**config.mk**
```make
export PLATFORM = sky130hd
export DESIGN_NAME = ctrlstatus
export DESIGN_NICKNAME = d
export VERILOG_FILES = /design/src/verilog/ctrlstatus_pkg.sv /design/src/verilog/csr_file.sv /design/src/verilog/ctrlstatus.sv /design/src/verilog/trap_fsm.sv
export SDC_FILE = /design/constraint.sdc
export NUM_CORES = 1
export LEC_CHECK = 0
export BUFFER_PORTS_ARGS = -buffer_cell sky130_fd_sc_hd__buf_2
export CAP_MARGIN = 0
export CORE_MARGIN = 5
export CORE_UTILIZATION = 35
export CTS_CLUSTER_SIZE = 8
export DETAILED_ROUTE_END_ITERATION = 8
export PLACE_DENSITY = 0.61
export SLEW_MARGIN = 20
export SYNTH_ARGS = -nofsm -noshare
export SYNTH_HDL_FRONTEND = slang
export SYNTH_SLANG_ARGS = --single-unit
```
**constraint.sdc**
```tcl
create_clock -name clk_core -period 3.3 [get_ports clk_core]
set_input_delay 0.33 -clock clk_core [delete_from_list [all_inputs] [get_ports clk_core]]
set_output_delay 0.33 -clock clk_core [all_outputs]
set_load 0.005 [all_outputs]
```
**src/verilog/ctrlstatus_pkg.sv**
```systemverilog
package ctrlstatus_pkg;

  typedef logic [31:0] word;

  typedef enum logic [1:0] {
    USER_MODE    = 2'd0,
    MACHINE_MODE = 2'd3
  } privilege_t;

  typedef logic [11:0] csr_addr_t;

  localparam csr_addr_t CSR_MSTATUS  = 12'h300;
  localparam csr_addr_t CSR_MTVEC    = 12'h305;
  localparam csr_addr_t CSR_MSCRATCH = 12'h340;
  localparam csr_addr_t CSR_MEPC     = 12'h341;
  localparam csr_addr_t CSR_MCAUSE   = 12'h342;
  localparam csr_addr_t CSR_MTVAL    = 12'h343;

  // Machine external interrupt.
  localparam logic [4:0] IRQ_CAUSE_MEXT = 5'd11;

  typedef enum logic [1:0] {
    CSR_READ  = 2'd0,
    CSR_WRITE = 2'd1,
    CSR_SET   = 2'd2,
    CSR_CLEAR = 2'd3
  } csr_op_t;

  typedef struct packed {
    csr_addr_t addr;
    csr_op_t   op;
    word       wdata;
  } csr_req_t;

  // Register values the sequencer looks at.
  typedef struct packed {
    logic        mie;
    logic        mpie;
    privilege_t  mpp;
    logic [29:0] mtvec_base;
    word         mepc;
  } csr_state_t;

  typedef struct packed {
    logic        mie_we;
    logic        mie;
    logic        mpie_we;
    logic        mpie;
    logic        mpp_we;
    privilege_t  mpp;
    logic        mepc_we;
    logic [29:0] mepc;               // PC bits 31:2.
    logic        mcause_interrupt_we;
    logic        mcause_interrupt;
    logic        mcause_code_we;
    logic [4:0]  mcause_code;
    logic        mtval_we;
    word         mtval;
  } trap_update_t;

endpackage

```
**src/verilog/csr_file.sv**
```systemverilog
`timescale 1ns/100ps

module csr_file #(
  parameter ctrlstatus_pkg::word MTVEC_RESET = 32'h0000_0000
) (
  input  logic                         clk_core,
  input  logic                         rst_core_n,

  input  ctrlstatus_pkg::csr_req_t     csr_req_i,
  input  logic                         csr_req_valid_i,
  output logic                         csr_req_ready_o,
  output ctrlstatus_pkg::word          csr_rdata_o,
  output logic                         csr_rsp_valid_o,

  input  ctrlstatus_pkg::trap_update_t trap_upd_i,
  output ctrlstatus_pkg::csr_state_t   state_o
);

  import ctrlstatus_pkg::*;

  logic        mie_q;
  logic        mpie_q;
  privilege_t  mpp_q;
  logic [29:0] mtvec_base_q;
  word         mscratch_q;
  logic [29:0] mepc_q;
  logic        mcause_int_q;
  logic [4:0]  mcause_code_q;
  word         mtval_q;

  logic trap_busy;
  logic req_fire;
  logic req_write;
  word  old_value;
  word  new_value;

  logic rsp_valid_q;
  word  rdata_q;

  assign trap_busy = trap_upd_i.mie_we | trap_upd_i.mpie_we | trap_upd_i.mpp_we |
                     trap_upd_i.mepc_we | trap_upd_i.mcause_interrupt_we |
                     trap_upd_i.mcause_code_we | trap_upd_i.mtval_we;

  assign csr_req_ready_o = ~trap_busy; // Trap writes win.
  assign req_fire        = csr_req_valid_i & csr_req_ready_o;
  assign req_write       = req_fire & (csr_req_i.op != CSR_READ);

  always_comb begin
    case (csr_req_i.addr)
      CSR_MSTATUS:  old_value = {19'd0, mpp_q, 3'd0, mpie_q, 3'd0, mie_q, 3'd0};
      CSR_MTVEC:    old_value = {mtvec_base_q, 2'b00}; // Direct mode only.
      CSR_MSCRATCH: old_value = mscratch_q;
      CSR_MEPC:     old_value = {mepc_q, 2'b00};
      CSR_MCAUSE:   old_value = {mcause_int_q, 26'd0, mcause_code_q};
      CSR_MTVAL:    old_value = mtval_q;
      default:      old_value = '0;
    endcase
  end

  always_comb begin
    case (csr_req_i.op)
      CSR_WRITE: new_value = csr_req_i.wdata;
      CSR_SET:   new_value = old_value | csr_req_i.wdata;
      CSR_CLEAR: new_value = old_value & ~csr_req_i.wdata;
      default:   new_value = old_value;
    endcase
  end

  always_ff @(posedge clk_core or negedge rst_core_n) begin
    if (!rst_core_n) begin
      mie_q         <= 1'b0;
      mpie_q        <= 1'b0;
      mpp_q         <= MACHINE_MODE;
      mtvec_base_q  <= MTVEC_RESET[31:2];
      mscratch_q    <= '0;
      mepc_q        <= '0;
      mcause_int_q  <= 1'b0;
      mcause_code_q <= '0;
      mtval_q       <= '0;
    end else if (trap_busy) begin
      if (trap_upd_i.mie_we) mie_q <= trap_upd_i.mie;
      if (trap_upd_i.mpie_we) mpie_q <= trap_upd_i.mpie;
      if (trap_upd_i.mpp_we) mpp_q <= trap_upd_i.mpp;
      if (trap_upd_i.mepc_we) mepc_q <= trap_upd_i.mepc;
      if (trap_upd_i.mcause_interrupt_we) mcause_int_q <= trap_upd_i.mcause_interrupt;
      if (trap_upd_i.mcause_code_we) mcause_code_q <= trap_upd_i.mcause_code;
      if (trap_upd_i.mtval_we) mtval_q <= trap_upd_i.mtval;
    end else if (req_write) begin
      case (csr_req_i.addr)
        CSR_MSTATUS: begin
          mie_q  <= new_value[3];
          mpie_q <= new_value[7];
          // Only user and machine exist, anything else reads back as machine.
          mpp_q  <= (new_value[12:11] == 2'b00) ? USER_MODE : MACHINE_MODE;
        end
        CSR_MTVEC:    mtvec_base_q <= new_value[31:2];
        CSR_MSCRATCH: mscratch_q <= new_value;
        CSR_MEPC:     mepc_q <= new_value[31:2];
        CSR_MCAUSE: begin
          mcause_int_q  <= new_value[31];
          mcause_code_q <= new_value[4:0];
        end
        CSR_MTVAL:    mtval_q <= new_value;
        default: ;
      endcase
    end
  end

  always_ff @(posedge clk_core or negedge rst_core_n) begin
    if (!rst_core_n) begin
      rsp_valid_q <= 1'b0;
    end else begin
      rsp_valid_q <= req_fire;
    end
  end

  always_ff @(posedge clk_core) begin
    if (req_fire) rdata_q <= old_value; // Value before the update.
  end

  assign csr_rsp_valid_o = rsp_valid_q;
  assign csr_rdata_o     = rdata_q;

  assign state_o.mie        = mie_q;
  assign state_o.mpie       = mpie_q;
  assign state_o.mpp        = mpp_q;
  assign state_o.mtvec_base = mtvec_base_q;
  assign state_o.mepc       = {mepc_q, 2'b00};

endmodule

```
**src/verilog/ctrlstatus.sv**
```systemverilog
`timescale 1ns/100ps

module ctrlstatus #(
  parameter ctrlstatus_pkg::word MTVEC_RESET = 32'h0000_0000
) (
  input  logic                       clk_core,
  input  logic                       rst_core_n,
  input  logic                       irq_i,

  output ctrlstatus_pkg::word        flush_target_o,
  output logic                       flush_req_o,
  input  logic                       flush_ack_i,

  input  logic                       ctrl_flush_begin_i,
  input  logic                       ctrl_trap_i,
  input  logic [4:0]                 ctrl_trap_cause_i,
  input  ctrlstatus_pkg::word        ctrl_trap_value_i,
  input  logic                       ctrl_mret_i,
  input  ctrlstatus_pkg::word        ctrl_next_pc_i,
  input  logic                       ctrl_commit_i,
  output logic                       ctrl_begin_irq_o,

  input  ctrlstatus_pkg::csr_req_t   csr_req_i,
  input  logic                       csr_req_valid_i,
  output logic                       csr_req_ready_o,
  output ctrlstatus_pkg::word        csr_rdata_o,
  output logic                       csr_rsp_valid_o,

  output ctrlstatus_pkg::privilege_t current_mode_o
);

  import ctrlstatus_pkg::*;

  csr_state_t   csr_state;
  trap_update_t trap_upd;

  csr_file #(
    .MTVEC_RESET(MTVEC_RESET)
  ) u_csr_file (
    .clk_core       (clk_core),
    .rst_core_n     (rst_core_n),
    .csr_req_i      (csr_req_i),
    .csr_req_valid_i(csr_req_valid_i),
    .csr_req_ready_o(csr_req_ready_o),
    .csr_rdata_o    (csr_rdata_o),
    .csr_rsp_valid_o(csr_rsp_valid_o),
    .trap_upd_i     (trap_upd),
    .state_o        (csr_state)
  );

  trap_fsm u_trap_fsm (
    .clk_core          (clk_core),
    .rst_core_n        (rst_core_n),
    .irq_i             (irq_i),
    .flush_target_o    (flush_target_o),
    .flush_req_o       (flush_req_o),
    .flush_ack_i       (flush_ack_i),
    .ctrl_flush_begin_i(ctrl_flush_begin_i),
    .ctrl_trap_i       (ctrl_trap_i),
    .ctrl_trap_cause_i (ctrl_trap_cause_i),
    .ctrl_trap_value_i (ctrl_trap_value_i),
    .ctrl_mret_i       (ctrl_mret_i),
    .ctrl_next_pc_i    (ctrl_next_pc_i),
    .ctrl_commit_i     (ctrl_commit_i),
    .ctrl_begin_irq_o  (ctrl_begin_irq_o),
    .csr_i             (csr_state),
    .trap_upd_o        (trap_upd),
    .current_mode_o    (current_mode_o)
  );

endmodule

```
**src/verilog/trap_fsm.sv**
```systemverilog
`timescale 1ns/100ps

module trap_fsm (
  input  logic                         clk_core,
  input  logic                         rst_core_n,
  input  logic                         irq_i,

  output ctrlstatus_pkg::word          flush_target_o,
  output logic                         flush_req_o,
  input  logic                         flush_ack_i,

  input  logic                         ctrl_flush_begin_i,
  input  logic                         ctrl_trap_i,
  input  logic [4:0]                   ctrl_trap_cause_i,
  input  ctrlstatus_pkg::word          ctrl_trap_value_i,
  input  logic                         ctrl_mret_i,
  input  ctrlstatus_pkg::word          ctrl_next_pc_i,
  input  logic                         ctrl_commit_i,
  output logic                         ctrl_begin_irq_o,

  input  ctrlstatus_pkg::csr_state_t   csr_i,
  output ctrlstatus_pkg::trap_update_t trap_upd_o,
  output ctrlstatus_pkg::privilege_t   current_mode_o
);

  import ctrlstatus_pkg::*;

  typedef enum logic [2:0] {
    SETTLE,
    FLUSH_ENTER,
    FLUSH_EXIT,
    RUN,
    IRQ_PENDING
  } fsm_state_t;

  fsm_state_t state_q, state_d;
  privilege_t mode_q, mode_d;

  logic irq_pending_q;
  logic take_irq_q;
  logic interrupt_enable;
  logic is_trap;
  logic is_mret;
  logic jump;
  word  jump_target;
  word  target_q;

  // Trap and mret qualifiers are only looked at while in SETTLE.
  assign is_trap = ctrl_trap_i | take_irq_q;
  assign is_mret = ctrl_mret_i & ~is_trap;

  always_comb begin
    case (mode_q)
      USER_MODE:    interrupt_enable = 1'b1; // Lower privilege, never masked.
      MACHINE_MODE: interrupt_enable = csr_i.mie;
      default:      interrupt_enable = 1'b0;
    endcase
  end

  always_comb begin
    if (is_trap) jump_target = {csr_i.mtvec_base, 2'b00};
    else if (is_mret) jump_target = csr_i.mepc;
    else jump_target = ctrl_next_pc_i;
  end

  always_comb begin
    state_d          = state_q;
    mode_d           = mode_q;
    jump             = 1'b0;
    flush_req_o      = 1'b0;
    ctrl_begin_irq_o = 1'b0;
    trap_upd_o       = '0;

    case (state_q)
      SETTLE: begin
        jump        = 1'b1;
        flush_req_o = 1'b1;
        state_d     = FLUSH_ENTER;
        if (is_trap) begin
          mode_d                         = MACHINE_MODE;
          trap_upd_o.mie_we              = 1'b1;
          trap_upd_o.mie                 = 1'b0;
          trap_upd_o.mpie_we             = 1'b1;
          trap_upd_o.mpie                = csr_i.mie;
          trap_upd_o.mpp_we              = 1'b1;
          trap_upd_o.mpp                 = mode_q;
          trap_upd_o.mepc_we             = 1'b1;
          trap_upd_o.mepc                = ctrl_next_pc_i[31:2];
          trap_upd_o.mcause_interrupt_we = 1'b1;
          trap_upd_o.mcause_interrupt    = take_irq_q;
          trap_upd_o.mcause_code_we      = 1'b1;
          trap_upd_o.mcause_code = take_irq_q ? IRQ_CAUSE_MEXT : ctrl_trap_cause_i;
          trap_upd_o.mtval_we            = 1'b1;
          trap_upd_o.mtval       = take_irq_q ? '0 : ctrl_trap_value_i;
        end else if (is_mret) begin
          mode_d             = csr_i.mpp;
          trap_upd_o.mie_we  = 1'b1;
          trap_upd_o.mie     = csr_i.mpie;
          trap_upd_o.mpie_we = 1'b1;
          trap_upd_o.mpie    = 1'b1;
          trap_upd_o.mpp_we  = 1'b1;
          trap_upd_o.mpp     = USER_MODE;
        end
      end
      FLUSH_ENTER: begin
        flush_req_o = 1'b1;
        if (flush_ack_i) state_d = FLUSH_EXIT;
      end
      FLUSH_EXIT: begin
        if (!flush_ack_i) state_d = RUN;
      end
      RUN: begin
        if (ctrl_flush_begin_i) state_d = SETTLE;
        else if (irq_pending_q) state_d = IRQ_PENDING;
      end
      IRQ_PENDING: begin
        ctrl_begin_irq_o = 1'b1;
        if (ctrl_flush_begin_i | ctrl_commit_i) state_d = SETTLE;
      end
      default: state_d = SETTLE;
    endcase
  end

  always_ff @(posedge clk_core or negedge rst_core_n) begin
    if (!rst_core_n) begin
      state_q       <= SETTLE; // Boot redirect.
      mode_q        <= MACHINE_MODE;
      irq_pending_q <= 1'b0;
      take_irq_q    <= 1'b0;
    end else begin
      state_q       <= state_d;
      mode_q        <= mode_d;
      irq_pending_q <= irq_i & interrupt_enable;
      // A flush in the same cycle as the commit cancels the interrupt.
      take_irq_q    <= ctrl_begin_irq_o & ctrl_commit_i & ~ctrl_flush_begin_i;
    end
  end

  always_ff @(posedge clk_core) begin
    if (jump) target_q <= jump_target;
  end

  // The target register loads at the same edge that enters FLUSH_ENTER.
  assign flush_target_o = (state_q == SETTLE) ? jump_target : target_q;
  assign current_mode_o = mode_q;

endmodule
```
# Word-level counts from Yosys, hierarchy flattened
# Index checks and enable logic that the tools add are counted.
word_totals:
  inputBits: 124
  output_inout_bits: 70
  wordCells: 135
  reg_bits: 206
classes:
  reduce_logical: 22
  bitwise_logic: 20
  n_mux: 52
  eq_ne: 25
op_table:
  columns: ["operator", "n"]
  rows:
  - ["two-way mux 32 bit", 8]
  - ["one-hot mux 32 bit (6 select lines)", 1]
  - ["two-way mux 30 bit", 4]
  - ["one-hot mux 32 bit (3 select lines)", 1]
  - ["two-way mux 79 bit", 1]
  - ["equality test 12 x 10 -> 1 bit (second input constant)", 6]
  - ["two-way mux 72 bit", 1]
  - ["AND 32 bit", 1]
  - ["inverter 32 bit", 1]
  - ["OR 32 bit", 1]
  - ["AND reduction 3 bit", 9]
  - ["two-way mux 5 bit", 5]
  - ["inequality test 2 x 1 -> 1 bit (second input constant)", 8]
  - ["two-way mux 1 bit", 15]
  - ["two-way mux 3 bit", 5]
  - ["one-hot mux 3 bit (5 select lines)", 1]
  - ["two-way mux 2 bit", 7]
  - ["two-way mux 7 bit", 2]
  - ["nonzero test 2 bit", 7]
  - ["OR 1 bit", 8]
  - ["AND 1 bit", 6]
  - ["equality test 2 bit (second input constant)", 3]
  - ["equality test 3 x 2 -> 1 bit (second input constant)", 2]
  - ["logical NOT 2 bit", 2]
  - ["other kinds (11)", 14]

# Depth between registers and ports, before layout
depth:
  word_depth: 17
  mapped_depth: 11
  depth_no_buf: 7

# Modules after synthesis
# Synthesis repeated with hierarchy kept, for this count alone.
unflattened:
  hier_cells: 1252
  hier_area_um2: 11680.0
modules_own_cells:
  columns: ["module", "cells_per_inst", "instances", "area_per_inst_um2"]
  rows:
  - ["csr_file", 888, 1, 8645.8]
  - ["trap_fsm", 364, 1, 3034.2]

# Worst setup path before layout
# OpenSTA, ideal clock, no wires.
synth_path:
  path_type: "register to output"
  start: "register u_trap_fsm.state_q[1]"
  end: "output flush_target_o[25]"
  t_required_ns: 2.970
  n_path_buf: 3
  setup_slack_ns: 0.258
  path_stages_with_launch: 7
  arrival_time_ns: 2.712
  cell_sequence: "dfrtp_1 > clkbuf_1 > or3_1 > clkbuf_1 > inv_2 > buf_1 > mux2_2"
synth_between:
  elab_chain_cells: 2
synth_rtl:
  columns: ["element", "line", "rtl"]
  rows:
  - ["start, declared", "trap_fsm.sv:36", "fsm_state_t state_q, state_d;"]
  - ["start signal, assigned", "trap_fsm.sv:131", "state_q <= state_d;"]
  - ["logical NOT 3 bit", "trap_fsm.sv:144", "assign flush_target_o = (state_q == SETTLE) ? jump_target : target_q;"]
  - ["two-way mux 32 bit", "trap_fsm.sv:144", null]
  - ["end, declared", "ctrlstatus.sv:10", "output ctrlstatus_pkg::word flush_target_o,"]
# No other way between the ends.

# Worst setup path in the final report
layout_path:
  start: "register u_trap_fsm.state_q[1]"
  end: "output flush_target_o[26]"
# Same word-level chain as after synthesis.

==> results by group <==
Outcome
  • Status: completed

STA
  • Slew Limit Headroom: 50.7%
  • Setup violations, final: 0
  • Slew Limit Fails: 0
  • FMAX: 338 MHz
  • TNS Setup: 0 ps
  • Clock skew: 10.8 ps
  • Final Hold Fails: 0
  • Fin crit period: 2960 ps
  • Worst-Margin Slew: 740 ps
  • Period utilisation layout: 89.6%
  • RSZ-0062 raised after global routing: no

Finish
  • NumNets Final: 1392
  • Cell Count, Final, Fillers Out: 1683
  • Post-layout instance area: 0.0132 mm²
  • Layout Utilization: 43.3%
  • Area Overhead vs Synth: 21.9%
  • Fillers: 3019
  • Share of post-route cells with drive strength above 1: 27.1%

Route
  • Drt total wl: 37000 µm
  • Pre-antenna DRT Iters: 6
  • Detailed Route Iter0 Violations: 971
  • Drt drc: 0
  • ANT nets after route: 0
  • DR WL/cell: 22.0 µm
  • Drt via density: 5.68
  • Total number of vias: 9565

Power and ir drop
  • Maximum VDD drop: 0.421 mV
  • Total leakage power: 5.82 nW
  • Total Power: 9.18 mW
  • PD cells: 693 mW/mm²

Logic synthesis
  • Cell variety after synth: 59
  • Post-synth EDFFs: 64
  • Post-synth ARST share: 68.9%
  • Post-Syn Area: 0.0109 mm²
  • Syn_nets: 1209
  • Synth warn: 0
  • Yosys reg bits: 206
  • Mean post-synth cell area: 10.0 µm²
  • Sequential share of the synthesized area: 50.4%
  • Synth Instances: 1083
  • Top FF cell, synth: dfrtp_1

Setup path
  • Type of element capturing the critical path: primary output
  • Critical path arrival: 2630 ps
  • Slack of the worst reg-to-reg path: 680 ps
  • Top delay family on crit path: buffers and inverters
  • Critical path cell sequence: or3_1, clkinv_2, buf_4, mux2_2, buf_2
  • Data required, critical path: 2970 ps
  • Slowest library cell on the worst path: or3_1
  • CP max FO: 32
  • Worst Path Buf+Inv: 3
  • Kind of critical path: reg -> out
  • CP Launch Type: register
  • CP max stage delay: 560 ps

Die
  • Num ports: 194
  • Core area: 0.0306 mm²
  • Die Span Y: 186 µm
  • Site Rows: 64
  • Initial Utilization: 35.5%
  • Die width: 186 µm
  • Die area: 0.0347 mm²

Run
  • Max-Cap Viols: 0

Global route
  • First-pass GRT wire length: 56100 µm
  • Global route total overflow: 0
  • Gr usage total: 20.7%
  • Vias in the first global route: 9733
  • Largest net degree at the start of global routing: 80
  • Initial antenna violation count: 1

Clock tree
  • Clk_lat worst skew: 530 ps
  • Clock Root Buffer: clkbuf_16
  • TritonCTS Buffers: 29
  • Bufs on Longest Clock Path: 3
  • H-tree levels: 1
  • Sink Count: 206
  • CTS tree: built
  • CTS clk-pin slew, worst paths: 60 ps

Place
  • Placed Cells: 1628
  • Routability cong.: 0.875
  • HPWL Detailed: 24100 µm
  • Port Buffer Count: 193
  • Area after DPL: 0.0124 mm²

Worst hold path
  • HP Class: in -> reg
kinds of logic (layout without fill, tap and decap cells):
family                     Yosys count  in the layout  share of synthesized area [%]
and+or+nand+nor                    357            357                           14.4
AOI/OAI and AO/OA                  302            302                           19.4
xor gates and xnor gates            31             31                           2.50
muxes                               93             93                           9.38
DFF                                206            206                           50.4
other                                0              2                              0
buffers and inverters               92            294                           3.66
adders and majority gates            2              2                          0.230
area by class of cell:
cell class	instances	area (µm²)	area share, %
Sequential cell	206	5480	41.4
Multi-Input combinational cell	785	5050	38.2
Timing Repair Buffer	235	1370	10.3
Clock buffer	50	805	6.07
Tap cell	396	495	3.74
Inverter	9	35.0	0.265
Antenna cell	2	5.00	0.0378
cells in the mapped netlist (all sizes together), types with 4 or more instances:
cell,count,area (µm²)
nand2,180,676
dfrtp,138,3450
nor2,116,440
a21oi,90,450
a221oi,64,573
edfxtp,64,1920
mux2,60,676
a22oi,56,420
clkbuf,51,191
buf,32,173
mux2i,32,320
xnor2,30,263
a31oi,25,156
a32oi,23,201
o21ai,18,90.1
inv,9,33.8
and2,7,43.8
and3,7,43.8
nand3,7,40.0
o31ai,7,52.6
nand2b,5,31.3
nand4,5,31.3
nor3,5,25.0
dfstp,4,105
nor2b,4,25.0
nor3b,4,30.0
state kept, by name (all words and copies together) (netlist names):
signal and cells:
u_csr_file.mtval_q 32, u_csr_file.csr_rdata_o 32, u_csr_file.mscratch_q 32, u_csr_file.mcause_code_q 5
u_trap_fsm.target_q 32, u_csr_file.mie_q 1, u_csr_file.mpie_q 1, u_trap_fsm.state_q 3
u_csr_file.mtvec_base_q 30, u_trap_fsm.irq_pending_q 1, u_csr_file.mepc_q 30, u_trap_fsm.current_mode_o 2
u_csr_file.csr_rsp_valid_o 1, u_csr_file.mpp_q 2, u_csr_file.mcause_int_q 1, u_trap_fsm.take_irq_q 1
cells in the final DEF (no fill, tap or decap), drive strengths merged, types with 2 or more instances in the layout:
| master | n |
|---|---|
| nor4b | 2 |
| nand4 | 5 |
| a32oi | 23 |
| dfstp | 4 |
| a221o | 3 |
| a222oi | 2 |
| or3 | 3 |
| o31ai | 7 |
| xnor2 | 30 |
| nor2 | 116 |
| a21oi | 90 |
| o22a | 3 |
| diode | 2 |
| nor3b | 4 |
| nor3 | 5 |
| nor4 | 3 |
| a22o | 2 |
| dlygate4sd3 | 3 |
| or2 | 3 |
| a221oi | 64 |
| nand2b | 5 |
| mux2i | 32 |
| ha | 2 |
| inv | 8 |
| dfrtp | 138 |
| a21boi | 2 |
| edfxtp | 64 |
| and2 | 7 |
| nor2b | 4 |
| clkbuf | 50 |
| o21ai | 18 |
| a22oi | 56 |
| mux2 | 60 |
| a31oi | 25 |
| nand2 | 180 |
| a211o | 2 |
| and3 | 7 |
| buf | 232 |
| nand3 | 7 |
where the power goes:
part	internal [mW]	switching [mW]	total [mW]	leakage, nW
Clock	1.62	1.09	2.72	0.382
Sequential	3.41	0.414	3.82	2.42
Combinational	1.13	1.52	2.65	3.02
worst reg2reg max path: cells and delay by family (launching register included):
family	cells	cell delay, ps
and+or+nand+nor	4	980
AOI/OAI and AO/OA	2	600
DFF	1	450
buffers and inverters	2	440
path summary, 6_finish.rpt:
check,startpoint,to,depth (start not counted)
max reg2reg,u_trap_fsm.state_q[1],u_csr_file.mtval_q[6],8
max,u_trap_fsm.state_q[1],flush_target_o[26],5
min in group asynchronous,rst_core_n,u_trap_fsm.state_q[1],2
min reg2reg,u_csr_file.mscratch_q[7],u_csr_file.mscratch_q[7],2
min,ctrl_trap_value_i[31],u_csr_file.mtval_q[31],3
max in group asynchronous,rst_core_n,u_csr_file.mepc_q[24],3
routing by layer:
layer  up-vias  track usage [%]  part of all wire, %
met2       383             33.7                   47
li1       4392                -                    -
met1      4711             28.2                   44
met5         -                0                    0
met4         0             7.93                  3.4
met3        79             3.03                  6.4
stage by stage:
| step | hold slack (ps) | setup WS [ps] |
|---|---|---|
| 2_1_floorplan | 34.4 | 258 |
| 3_3_place_gp | 229 | 441 |
| 3_5_place_dp | 227 | 404 |
| 4_1_cts | 30.6 | 291 |
| 5_1_grt | 53.3 | 215 |
| 6_report | 46.6 | 343 |
what timing repair did:
action                                 4_1_cts  5_1_grt
setup buffers                                0        0
endpoints found under the hold margin       31        0
resized for setup                            0        0
hold buffers                                 3        0
Power figures use the tool's default switching activity.
